### src/source/swu_config.svh
`ifndef SWU_CONFIG_SVH
`define SWU_CONFIG_SVH

// input feature map geometry
`define SWU_IFM_WIDTH   5
`define SWU_IFM_HEIGHT  5
`define SWU_CHANNELS    2
`define SWU_WORD_BITS   8

// kernel and stride
`define SWU_KERNEL_H    3
`define SWU_KERNEL_W    3
`define SWU_STRIDE      1

// derived output size
`define SWU_OFM_WIDTH   (((`SWU_IFM_WIDTH - `SWU_KERNEL_W) / `SWU_STRIDE) + 1)
`define SWU_OFM_HEIGHT  (((`SWU_IFM_HEIGHT - `SWU_KERNEL_H) / `SWU_STRIDE) + 1)

// one buffer row per kernel row
`define SWU_BUF_WORDS   (`SWU_KERNEL_H * `SWU_IFM_WIDTH * `SWU_CHANNELS)

`endif

### src/source/swu_pkg.sv
`include "swu_config.svh"

package swu_pkg;

   typedef logic [`SWU_WORD_BITS-1:0]              data_word_t;
   typedef logic [$clog2(`SWU_BUF_WORDS)-1:0]      buf_addr_t;

   // image row modulo kernel height
   typedef logic [$clog2(`SWU_KERNEL_H+1)-1:0]     row_slot_t;

   typedef logic [$clog2(`SWU_IFM_HEIGHT+1)-1:0]   img_row_t;
   typedef logic [$clog2(`SWU_IFM_WIDTH+1)-1:0]    img_col_t;
   typedef logic [$clog2(`SWU_OFM_HEIGHT+1)-1:0]   ofm_row_t;
   typedef logic [$clog2(`SWU_OFM_WIDTH+1)-1:0]    ofm_col_t;
   typedef logic [$clog2(`SWU_KERNEL_H+1)-1:0]     kern_row_t;
   typedef logic [$clog2(`SWU_KERNEL_W+1)-1:0]     kern_col_t;
   typedef logic [$clog2(`SWU_CHANNELS+1)-1:0]     chan_t;

   typedef struct packed {
      logic      valid;
      buf_addr_t addr;
   } rd_issue_t;

   typedef enum logic {
      FILL,
      WAIT_FRAME
   } wr_state_t;

endpackage

### src/source/swu_out_stage.sv
`timescale 1ns/1ps

module swu_out_stage (
   input  logic                clk,
   input  logic                resetn,
   input  swu_pkg::rd_issue_t  rd_issue_i,
   input  swu_pkg::data_word_t rd_data_i,
   output logic                issue_ok_o,
   output swu_pkg::data_word_t out_data_o,
   output logic                out_valid_o,
   input  logic                out_ready_i
);

   logic ram_vld;
   logic advance;

   // output register is free or being taken this cycle
   assign advance = !out_valid_o || out_ready_i;

   // a new read may overwrite the RAM register only if its item moves on
   assign issue_ok_o = advance || !ram_vld;

   always_ff @(posedge clk) begin
      if (!resetn) begin
         ram_vld     <= 1'b0;
         out_valid_o <= 1'b0;
      end else begin
         if (advance) begin
            out_valid_o <= ram_vld;
         end
         if (rd_issue_i.valid) begin
            ram_vld <= 1'b1;
         end else if (advance) begin
            ram_vld <= 1'b0;
         end
      end
   end

   always_ff @(posedge clk) begin
      if (advance && ram_vld) begin
         out_data_o <= rd_data_i;
      end
   end

endmodule

### src/source/swu_read_ctrl.sv
`timescale 1ns/1ps
`include "swu_config.svh"

module swu_read_ctrl (
   input  logic               clk,
   input  logic               resetn,
   input  swu_pkg::img_row_t  rows_written_i,
   input  logic               issue_ok_i,
   output swu_pkg::rd_issue_t rd_issue_o,
   output swu_pkg::img_row_t  oldest_row_o,
   output logic               frame_done_o
);

   localparam int KH        = `SWU_KERNEL_H;
   localparam int KW        = `SWU_KERNEL_W;
   localparam int CH        = `SWU_CHANNELS;
   localparam int STRIDE    = `SWU_STRIDE;
   localparam int ROW_WORDS = `SWU_IFM_WIDTH * `SWU_CHANNELS;

   swu_pkg::chan_t     chan;
   swu_pkg::kern_col_t kcol;
   swu_pkg::kern_row_t krow;
   swu_pkg::ofm_col_t  ocol;
   swu_pkg::ofm_row_t  orow;
   swu_pkg::row_slot_t base_slot;
   swu_pkg::row_slot_t next_base;
   swu_pkg::row_slot_t rd_slot;
   swu_pkg::img_row_t  oldest;
   int                 slot_sum;
   int                 base_sum;
   logic               avail;
   logic               issue;
   logic               last_chan;
   logic               last_kcol;
   logic               last_krow;
   logic               last_ocol;
   logic               last_orow;

   assign last_chan = (chan == swu_pkg::chan_t'(CH - 1));
   assign last_kcol = (kcol == swu_pkg::kern_col_t'(KW - 1));
   assign last_krow = (krow == swu_pkg::kern_row_t'(KH - 1));
   assign last_ocol = (ocol == swu_pkg::ofm_col_t'(`SWU_OFM_WIDTH - 1));
   assign last_orow = (orow == swu_pkg::ofm_row_t'(`SWU_OFM_HEIGHT - 1));

   ////////////////////
   // slot arithmetic, wraps at kernel height

   always_comb begin
      slot_sum = int'(base_slot) + int'(krow);
      if (slot_sum >= KH) begin
         slot_sum = slot_sum - KH;
      end
      rd_slot = swu_pkg::row_slot_t'(slot_sum);

      base_sum = int'(base_slot) + (STRIDE % KH);
      if (base_sum >= KH) begin
         base_sum = base_sum - KH;
      end
      next_base = swu_pkg::row_slot_t'(base_sum);
   end

   // last input row of this output row must be complete
   assign avail = int'(rows_written_i) > int'(oldest) + KH - 1;
   assign issue = avail && issue_ok_i;

   always_comb begin
      rd_issue_o.valid = issue;
      rd_issue_o.addr  = swu_pkg::buf_addr_t'(int'(rd_slot) * ROW_WORDS +
                         (int'(ocol) * STRIDE + int'(kcol)) * CH + int'(chan));
   end

   assign oldest_row_o = oldest;
   assign frame_done_o = issue && last_chan && last_kcol && last_krow &&
                         last_ocol && last_orow;

   ////////////////////
   // window counters

   always_ff @(posedge clk) begin
      if (!resetn) begin
         chan      <= '0;
         kcol      <= '0;
         krow      <= '0;
         ocol      <= '0;
         orow      <= '0;
         base_slot <= '0;
         oldest    <= '0;
      end else if (issue) begin
         chan <= last_chan ? '0 : chan + 1'b1;
         if (last_chan) begin
            kcol <= last_kcol ? '0 : kcol + 1'b1;
            if (last_kcol) begin
               krow <= last_krow ? '0 : krow + 1'b1;
               if (last_krow) begin
                  ocol <= last_ocol ? '0 : ocol + 1'b1;
                  if (last_ocol) begin
                     if (last_orow) begin
                        orow      <= '0;
                        oldest    <= '0;
                        base_slot <= '0;
                     end else begin
                        orow      <= orow + 1'b1;
                        oldest    <= oldest + swu_pkg::img_row_t'(STRIDE);
                        base_slot <= next_base;
                     end
                  end
               end
            end
         end
      end
   end

endmodule

### src/source/swu_top.sv
`timescale 1ns/1ps

module swu_top (
   input  logic                clk,
   input  logic                resetn,
   input  swu_pkg::data_word_t in_data_i,
   input  logic                in_valid_i,
   output logic                in_ready_o,
   output swu_pkg::data_word_t out_data_o,
   output logic                out_valid_o,
   input  logic                out_ready_i
);

   logic                wr_en;
   swu_pkg::buf_addr_t  wr_addr;
   swu_pkg::data_word_t wr_data;
   swu_pkg::img_row_t   rows_written;
   swu_pkg::img_row_t   oldest_row;
   logic                frame_done;
   swu_pkg::rd_issue_t  rd_issue;
   swu_pkg::data_word_t rd_data;
   logic                issue_ok;

   swu_write_ctrl u_write_ctrl (
      .clk            (clk),
      .resetn         (resetn),
      .in_data_i      (in_data_i),
      .in_valid_i     (in_valid_i),
      .in_ready_o     (in_ready_o),
      .wr_en_o        (wr_en),
      .wr_addr_o      (wr_addr),
      .wr_data_o      (wr_data),
      .rows_written_o (rows_written),
      .oldest_row_i   (oldest_row),
      .frame_done_i   (frame_done)
   );

   swu_window_buffer u_window_buffer (
      .clk        (clk),
      .wr_en_i    (wr_en),
      .wr_addr_i  (wr_addr),
      .wr_data_i  (wr_data),
      .rd_issue_i (rd_issue),
      .rd_data_o  (rd_data)
   );

   swu_read_ctrl u_read_ctrl (
      .clk            (clk),
      .resetn         (resetn),
      .rows_written_i (rows_written),
      .issue_ok_i     (issue_ok),
      .rd_issue_o     (rd_issue),
      .oldest_row_o   (oldest_row),
      .frame_done_o   (frame_done)
   );

   swu_out_stage u_out_stage (
      .clk         (clk),
      .resetn      (resetn),
      .rd_issue_i  (rd_issue),
      .rd_data_i   (rd_data),
      .issue_ok_o  (issue_ok),
      .out_data_o  (out_data_o),
      .out_valid_o (out_valid_o),
      .out_ready_i (out_ready_i)
   );

endmodule

### src/source/swu_window_buffer.sv
`timescale 1ns/1ps
`include "swu_config.svh"

module swu_window_buffer (
   input  logic                clk,
   input  logic                wr_en_i,
   input  swu_pkg::buf_addr_t  wr_addr_i,
   input  swu_pkg::data_word_t wr_data_i,
   input  swu_pkg::rd_issue_t  rd_issue_i,
   output swu_pkg::data_word_t rd_data_o
);

   // kernel height rows of image width times channels words
   swu_pkg::data_word_t mem [`SWU_BUF_WORDS];

   always_ff @(posedge clk) begin
      if (wr_en_i) begin
         mem[wr_addr_i] <= wr_data_i;
      end
   end

   // output register only loads on an issued read
   always_ff @(posedge clk) begin
      if (rd_issue_i.valid) begin
         rd_data_o <= mem[rd_issue_i.addr];
      end
   end

endmodule

### src/source/swu_write_ctrl.sv
`timescale 1ns/1ps
`include "swu_config.svh"

module swu_write_ctrl (
   input  logic                clk,
   input  logic                resetn,
   input  swu_pkg::data_word_t in_data_i,
   input  logic                in_valid_i,
   output logic                in_ready_o,
   output logic                wr_en_o,
   output swu_pkg::buf_addr_t  wr_addr_o,
   output swu_pkg::data_word_t wr_data_o,
   output swu_pkg::img_row_t   rows_written_o,
   input  swu_pkg::img_row_t   oldest_row_i,
   input  logic                frame_done_i
);

   localparam int KH        = `SWU_KERNEL_H;
   localparam int CH        = `SWU_CHANNELS;
   localparam int ROW_WORDS = `SWU_IFM_WIDTH * `SWU_CHANNELS;

   swu_pkg::wr_state_t state;
   swu_pkg::chan_t     chan;
   swu_pkg::img_col_t  col;
   swu_pkg::img_row_t  img_row;
   swu_pkg::row_slot_t row_slot;
   logic               rd_done;
   logic               xfer;
   logic               last_chan;
   logic               last_col;
   logic               last_row;
   logic               row_end;

   ////////////////////
   // handshake and row release

   // once the reader is done with the frame, trailing rows need no slot check
   assign in_ready_o = (state == swu_pkg::FILL) &&
                       (rd_done || (int'(img_row) < int'(oldest_row_i) + KH));

   assign xfer      = in_valid_i && in_ready_o;
   assign last_chan = (chan == swu_pkg::chan_t'(CH - 1));
   assign last_col  = (col == swu_pkg::img_col_t'(`SWU_IFM_WIDTH - 1));
   assign last_row  = (img_row == swu_pkg::img_row_t'(`SWU_IFM_HEIGHT - 1));
   assign row_end   = xfer && last_chan && last_col;

   assign wr_en_o   = xfer;
   assign wr_data_o = in_data_i;
   assign wr_addr_o = swu_pkg::buf_addr_t'(int'(row_slot) * ROW_WORDS +
                                           int'(col) * CH + int'(chan));

   // reader already moved to the next frame
   assign rows_written_o = rd_done ? '0 : img_row;

   ////////////////////
   // counters and FSM

   always_ff @(posedge clk) begin
      if (!resetn) begin
         state    <= swu_pkg::FILL;
         chan     <= '0;
         col      <= '0;
         img_row  <= '0;
         row_slot <= '0;
         rd_done  <= 1'b0;
      end else begin
         case (state)
            swu_pkg::FILL: begin
               if (xfer) begin
                  chan <= last_chan ? '0 : chan + 1'b1;
                  if (last_chan) begin
                     col <= last_col ? '0 : col + 1'b1;
                  end
               end
               if (row_end) begin
                  if (last_row) begin
                     row_slot <= '0;
                     if (rd_done || frame_done_i) begin
                        img_row <= '0;
                        rd_done <= 1'b0;
                     end else begin
                        img_row <= img_row + 1'b1;
                        state   <= swu_pkg::WAIT_FRAME;
                     end
                  end else begin
                     img_row  <= img_row + 1'b1;
                     row_slot <= (row_slot == swu_pkg::row_slot_t'(KH - 1)) ?
                                 '0 : row_slot + 1'b1;
                  end
               end else if (frame_done_i) begin
                  rd_done <= 1'b1;
               end
            end
            swu_pkg::WAIT_FRAME: begin
               if (frame_done_i) begin
                  state   <= swu_pkg::FILL;
                  img_row <= '0;
               end
            end
            default: state <= swu_pkg::FILL;
         endcase
      end
   end

endmodule

### config.mk
export PLATFORM = sky130hd
export DESIGN_NAME = swu_top
export DESIGN_NICKNAME = d
export VERILOG_FILES = /design/src/source/swu_pkg.sv /design/src/source/swu_out_stage.sv /design/src/source/swu_read_ctrl.sv /design/src/source/swu_top.sv /design/src/source/swu_window_buffer.sv /design/src/source/swu_write_ctrl.sv
export VERILOG_INCLUDE_DIRS = /design/src /design/src/source
export SDC_FILE = /design/constraint.sdc
export NUM_CORES = 1
export LEC_CHECK = 0
export CAP_MARGIN = 25
export CORE_UTILIZATION = 25
export CTS_CLUSTER_SIZE = 40
export DETAILED_ROUTE_END_ITERATION = 16
export DONT_BUFFER_PORTS = 1
export GPL_TIMING_DRIVEN = 0
export PLACE_DENSITY_LB_ADDON = 0.25
export REMOVE_ABC_BUFFERS = 1
export SLEW_MARGIN = 20
export SYNTH_ARGS = -nofsm -noshare
export SYNTH_HDL_FRONTEND = slang
export SYNTH_SLANG_ARGS = --single-unit
### constraint.sdc
create_clock -name clk -period 6 [get_ports clk]
set_input_delay 0.6 -clock clk [delete_from_list [all_inputs] [get_ports clk]]
set_output_delay 0.6 -clock clk [all_outputs]
set_load 0.01 [all_outputs]
==> flow_summary_export.csv <==
group,metric,value,unit
run_status,outcome,"finished with violations",
run_status,violations,"DRC",
timing,fin_worst_skew,0.0205,ns
detailed_routing,dr.pass1.iters,12,
layout,final_core_util,29.1,%
logic_synthesis,synth_seq_area_share,69.9,%
clock_tree,clock_path_buffers,3,
setup_path,arrival,5.19,ns
setup_path,reg2reg_depth,16,
logic_synthesis,synth_edf_count,256,
clock_tree,cts.sinks,285,
placed_design,portBuffers,0,
logic_synthesis,synth_common_cells,"256 x edfxtp_1, 69 x mux4_2, 45 x nor2_1",
global_routing,grtUsageTotal,10.9,%
detailed_routing,drc,6,
logic_synthesis,async_flop_share,0,%
global_routing,grt_remaining_overflow,0,
hold_path,hp-class,"input port to flop",
logic_synthesis,synth_top_area_share,65.0,%
placed_design,placed_area,12600,sq um
power_and_ir_drop,pwr-share-clk,45.4,%
setup_path,crit_start,"u_read_ctrl.krow[0]$_SDFFE_PN0P_",
detailed_routing,drt_iter0_markers,364,
logic_synthesis,synth_ff_type,"edfxtp_1",
logic_synthesis,mappedNetlistArea,11800,sq um
clock_tree,cts_tree,"done",
logic_synthesis,ys_top_cells_by_area,"edfxtp_1 65%, mux4_2 13%, dfxtp_1 4.9%, ha_1 2.3%, nor2_1 1.4%",
timing,finalSetupViolations,0,
clock_tree,post_cts_resized,0,
floorplan,die_y,220,um
global_routing,grt_pass1_vias,5928,
power_and_ir_drop,seqPwrFrac,53.6,%
detailed_routing,routedWlPerCell,19.8,um
power_and_ir_drop,combPwrFrac,1.0,%
timing,fmax,205,MHz
timing,holdWs,0.113,ns
detailed_routing,detail-route-antenna-nets,0,
layout,area_growth,14.6,%
placed_design,dp_hpwl,15900,um
setup_path,reg2reg_from,"u_read_ctrl.krow[0]$_SDFFE_PN0P_",
global_routing,grt_max_degree,39,
setup_path,cp_max_fo,9,
detailed_routing,viasPerCell,4.42,
clock_tree,postCtsSetupBuffers,0,
setup_path,startpoint_type,"flop",
logic_synthesis,ys_warn_count,0,
layout,final_cell_area,13600,sq um
placed_design,gp_congestion,0.710,
hold_path,min_delay_worst_endpoint,"u_window_buffer.mem[2][5]$_DFFE_PP_",
clock_tree,cts_buffers,31,
layout,multi_input_area,3350,sq um
setup_path,regToRegSetupSlack,1.11,ns
timing,final.min_clock_period,4.89,ns
clock_tree,clk_pin_slew,0.06,ns
floorplan,die_w,220,um
logic_synthesis,yosysTopAreaCell,"edfxtp_1",
detailed_routing,routed-via-count,5666,
logic_synthesis,ys_types,57,
power_and_ir_drop,p_leak,4.12,nW
setup_path,crit_type,"flop to flop",
hold_path,hold_path.startpoint,"in_data_i[5]",
clock_tree,clkLatencyLatePin,0.58,ns
clock_tree,cts_hold_buf,0,
clock_tree,htree_levels,1,
layout,fillers,4594,
layout,regArea,8270,sq um
timing,hold_violations,0,
logic_synthesis,syn_inst,641,
logic_synthesis,ys_ff_latch,285,
clock_tree,cts-root-buf,"clkbuf_16",
layout,n_antenna_cell,0,
timing,finalCritPeriodShare,81.5,%
timing,tightest_slew,0.992,ns
floorplan,start_util,25.4,%
timing,rsz0062_at_grt,"no",
power_and_ir_drop,peakVddDrop,209,uV
timing,slew-limit-headroom,33.8,%
timing,maxSlewViolCount,0,
setup_path,r2r_end,"u_window_buffer.rd_data_o[2]$_DFFE_PP_",
power_and_ir_drop,intPower,0.00326,W
logic_synthesis,post-synth-top-count-cell,"edfxtp_1",
job,drv_cap,0,
setup_path,critPathRequiredTime,6.30,ns
layout,final_nets,694,
floorplan,ios,22,
floorplan,core,46700,sq um
floorplan,rows,79,
timing,finalSetupTns,0,ns
layout,drive_above_1_share,20.9,%
floorplan,dieArea,48200,sq um
hold_path,hold_path_depth,0,
detailed_routing,drt-total-wl,25300,um
power_and_ir_drop,power.switching,0.000792,W
global_routing,antenna_found_initial,0,
logic_synthesis,synth_area_per_cell,18.5,sq um
global_routing,grt_pass1_wl,38700,um
setup_path,cp-end-kind,"flop",
power_and_ir_drop,switching_share,19.5,%
power_and_ir_drop,p_per_area,299,nW/um^2
==> logic make-up after synthesis <==
group | count (synthesis) | share of synthesized area (%)
flip-flops | 285 | 69.9
adder cells (fa/ha/maj) | 28 | 3.34
XOR/XNOR | 9 | 0.730
multiplexers | 93 | 15.8
AO/OA/AOI/OAI | 55 | 2.90
buffers and inverters | 49 | 1.98
AND/OR/NAND/NOR | 122 | 5.37
==> critical path, cell delays in order (launching register included) <==
cell	delay, ns
dfxtp_1	0.44
ha_1	0.19
inv_1	0.05
fa_1	0.50
inv_1	0.05
ha_1	0.19
nand3b_1	0.18
a21oi_1	0.31
fa_4	0.31
ha_1	0.13
inv_1	0.04
fa_1	0.37
xor2_1	0.23
xnor2_4	0.52
buf_16	0.22
mux4_2	0.55
mux2_2	0.34
==> layout by cell type (no fill, tap or decap), drive strengths merged, types with 8 or more instances in the layout <==
cell type,count
nand2,21
or4,9
a21oi,24
clkinv,14
clkbuf,36
dfxtp,29
o21ai,12
nor2,45
mux4,72
ha,22
mux2,16
inv,24
edfxtp,256
nand3,8
==> registers in the layout, summed over array words and instances, names as in the netlist <==
signal and flops:
u_window_buffer.mem 240, u_out_stage.out_data_o 8, u_window_buffer.rd_data_o 8, u_read_ctrl.oldest_row_o 3, u_write_ctrl.col 3, u_write_ctrl.img_row 3
u_read_ctrl.base_slot 2, u_read_ctrl.chan 2, u_read_ctrl.kcol 2, u_read_ctrl.krow 2, u_read_ctrl.ocol 2, u_read_ctrl.orow 2
u_write_ctrl.chan 2, u_write_ctrl.row_slot 2, u_out_stage.out_valid_o 1, u_out_stage.ram_vld 1, u_write_ctrl.rd_done 1, u_write_ctrl.state 1
==> power by group through the flow <==
| stage | clock network, W | logic [W] | registers, W |
|---|---|---|---|
| after floorplan | 0 | 0.0000257 | 0.00221 |
| after global placement | 0 | 0.0000429 | 0.00221 |
| after detailed placement | 0 | 0.0000428 | 0.00221 |
| after CTS | 0.00190 | 0.0000429 | 0.00217 |
| after global routing | 0.00196 | 0.0000457 | 0.00217 |
| final | 0.00184 | 0.0000421 | 0.00217 |
==> final cells by class <==
type | count | share of cell area (%)
multi-input combinational | 307 | 24.7
clock inverter | 18 | 1.25
sequential | 285 | 61.0
clock buffer | 36 | 5.93
timing repair buffer | 6 | 0.886
inverter | 23 | 0.637
tap | 607 | 5.60
==> layer usage <==
metal	GRT usage, %	share of wire [%]	vias to the layer above
met5	0	0	-
met4	2.45	1.8	0
met3	2.19	3.5	29
met2	16.3	44	70
met1	16.1	50	2968
li1	-	-	2599
==> metrics by stage <==
step / instances / total power, W / worst slack, ns
2_1_floorplan: 615 / 0.00224 / 1.32
3_3_place_gp: 1222 / 0.00226 / -0.706
3_5_place_dp: 1228 / 0.00226 / 1.09
4_1_cts: 1282 / 0.00411 / 1.06
5_1_grt: 1282 / 0.00418 / 0.813
6_report: 1282 / 0.00406 / 1.11
==> worst max-delay path by stage <==
stage                     cells past startpoint                                     end
after floorplan                              11  u_window_buffer.rd_data_o[5]$_DFFE_PP_
after global placement                        3        u_read_ctrl.ocol[0]$_SDFFE_PN0P_
after detailed placement                     16  u_window_buffer.rd_data_o[1]$_DFFE_PP_
after CTS                                    16  u_window_buffer.rd_data_o[0]$_DFFE_PP_
after global routing                         16  u_window_buffer.rd_data_o[2]$_DFFE_PP_
final                                        16  u_window_buffer.rd_data_o[2]$_DFFE_PP_
(Power assumes the default switching activity.)
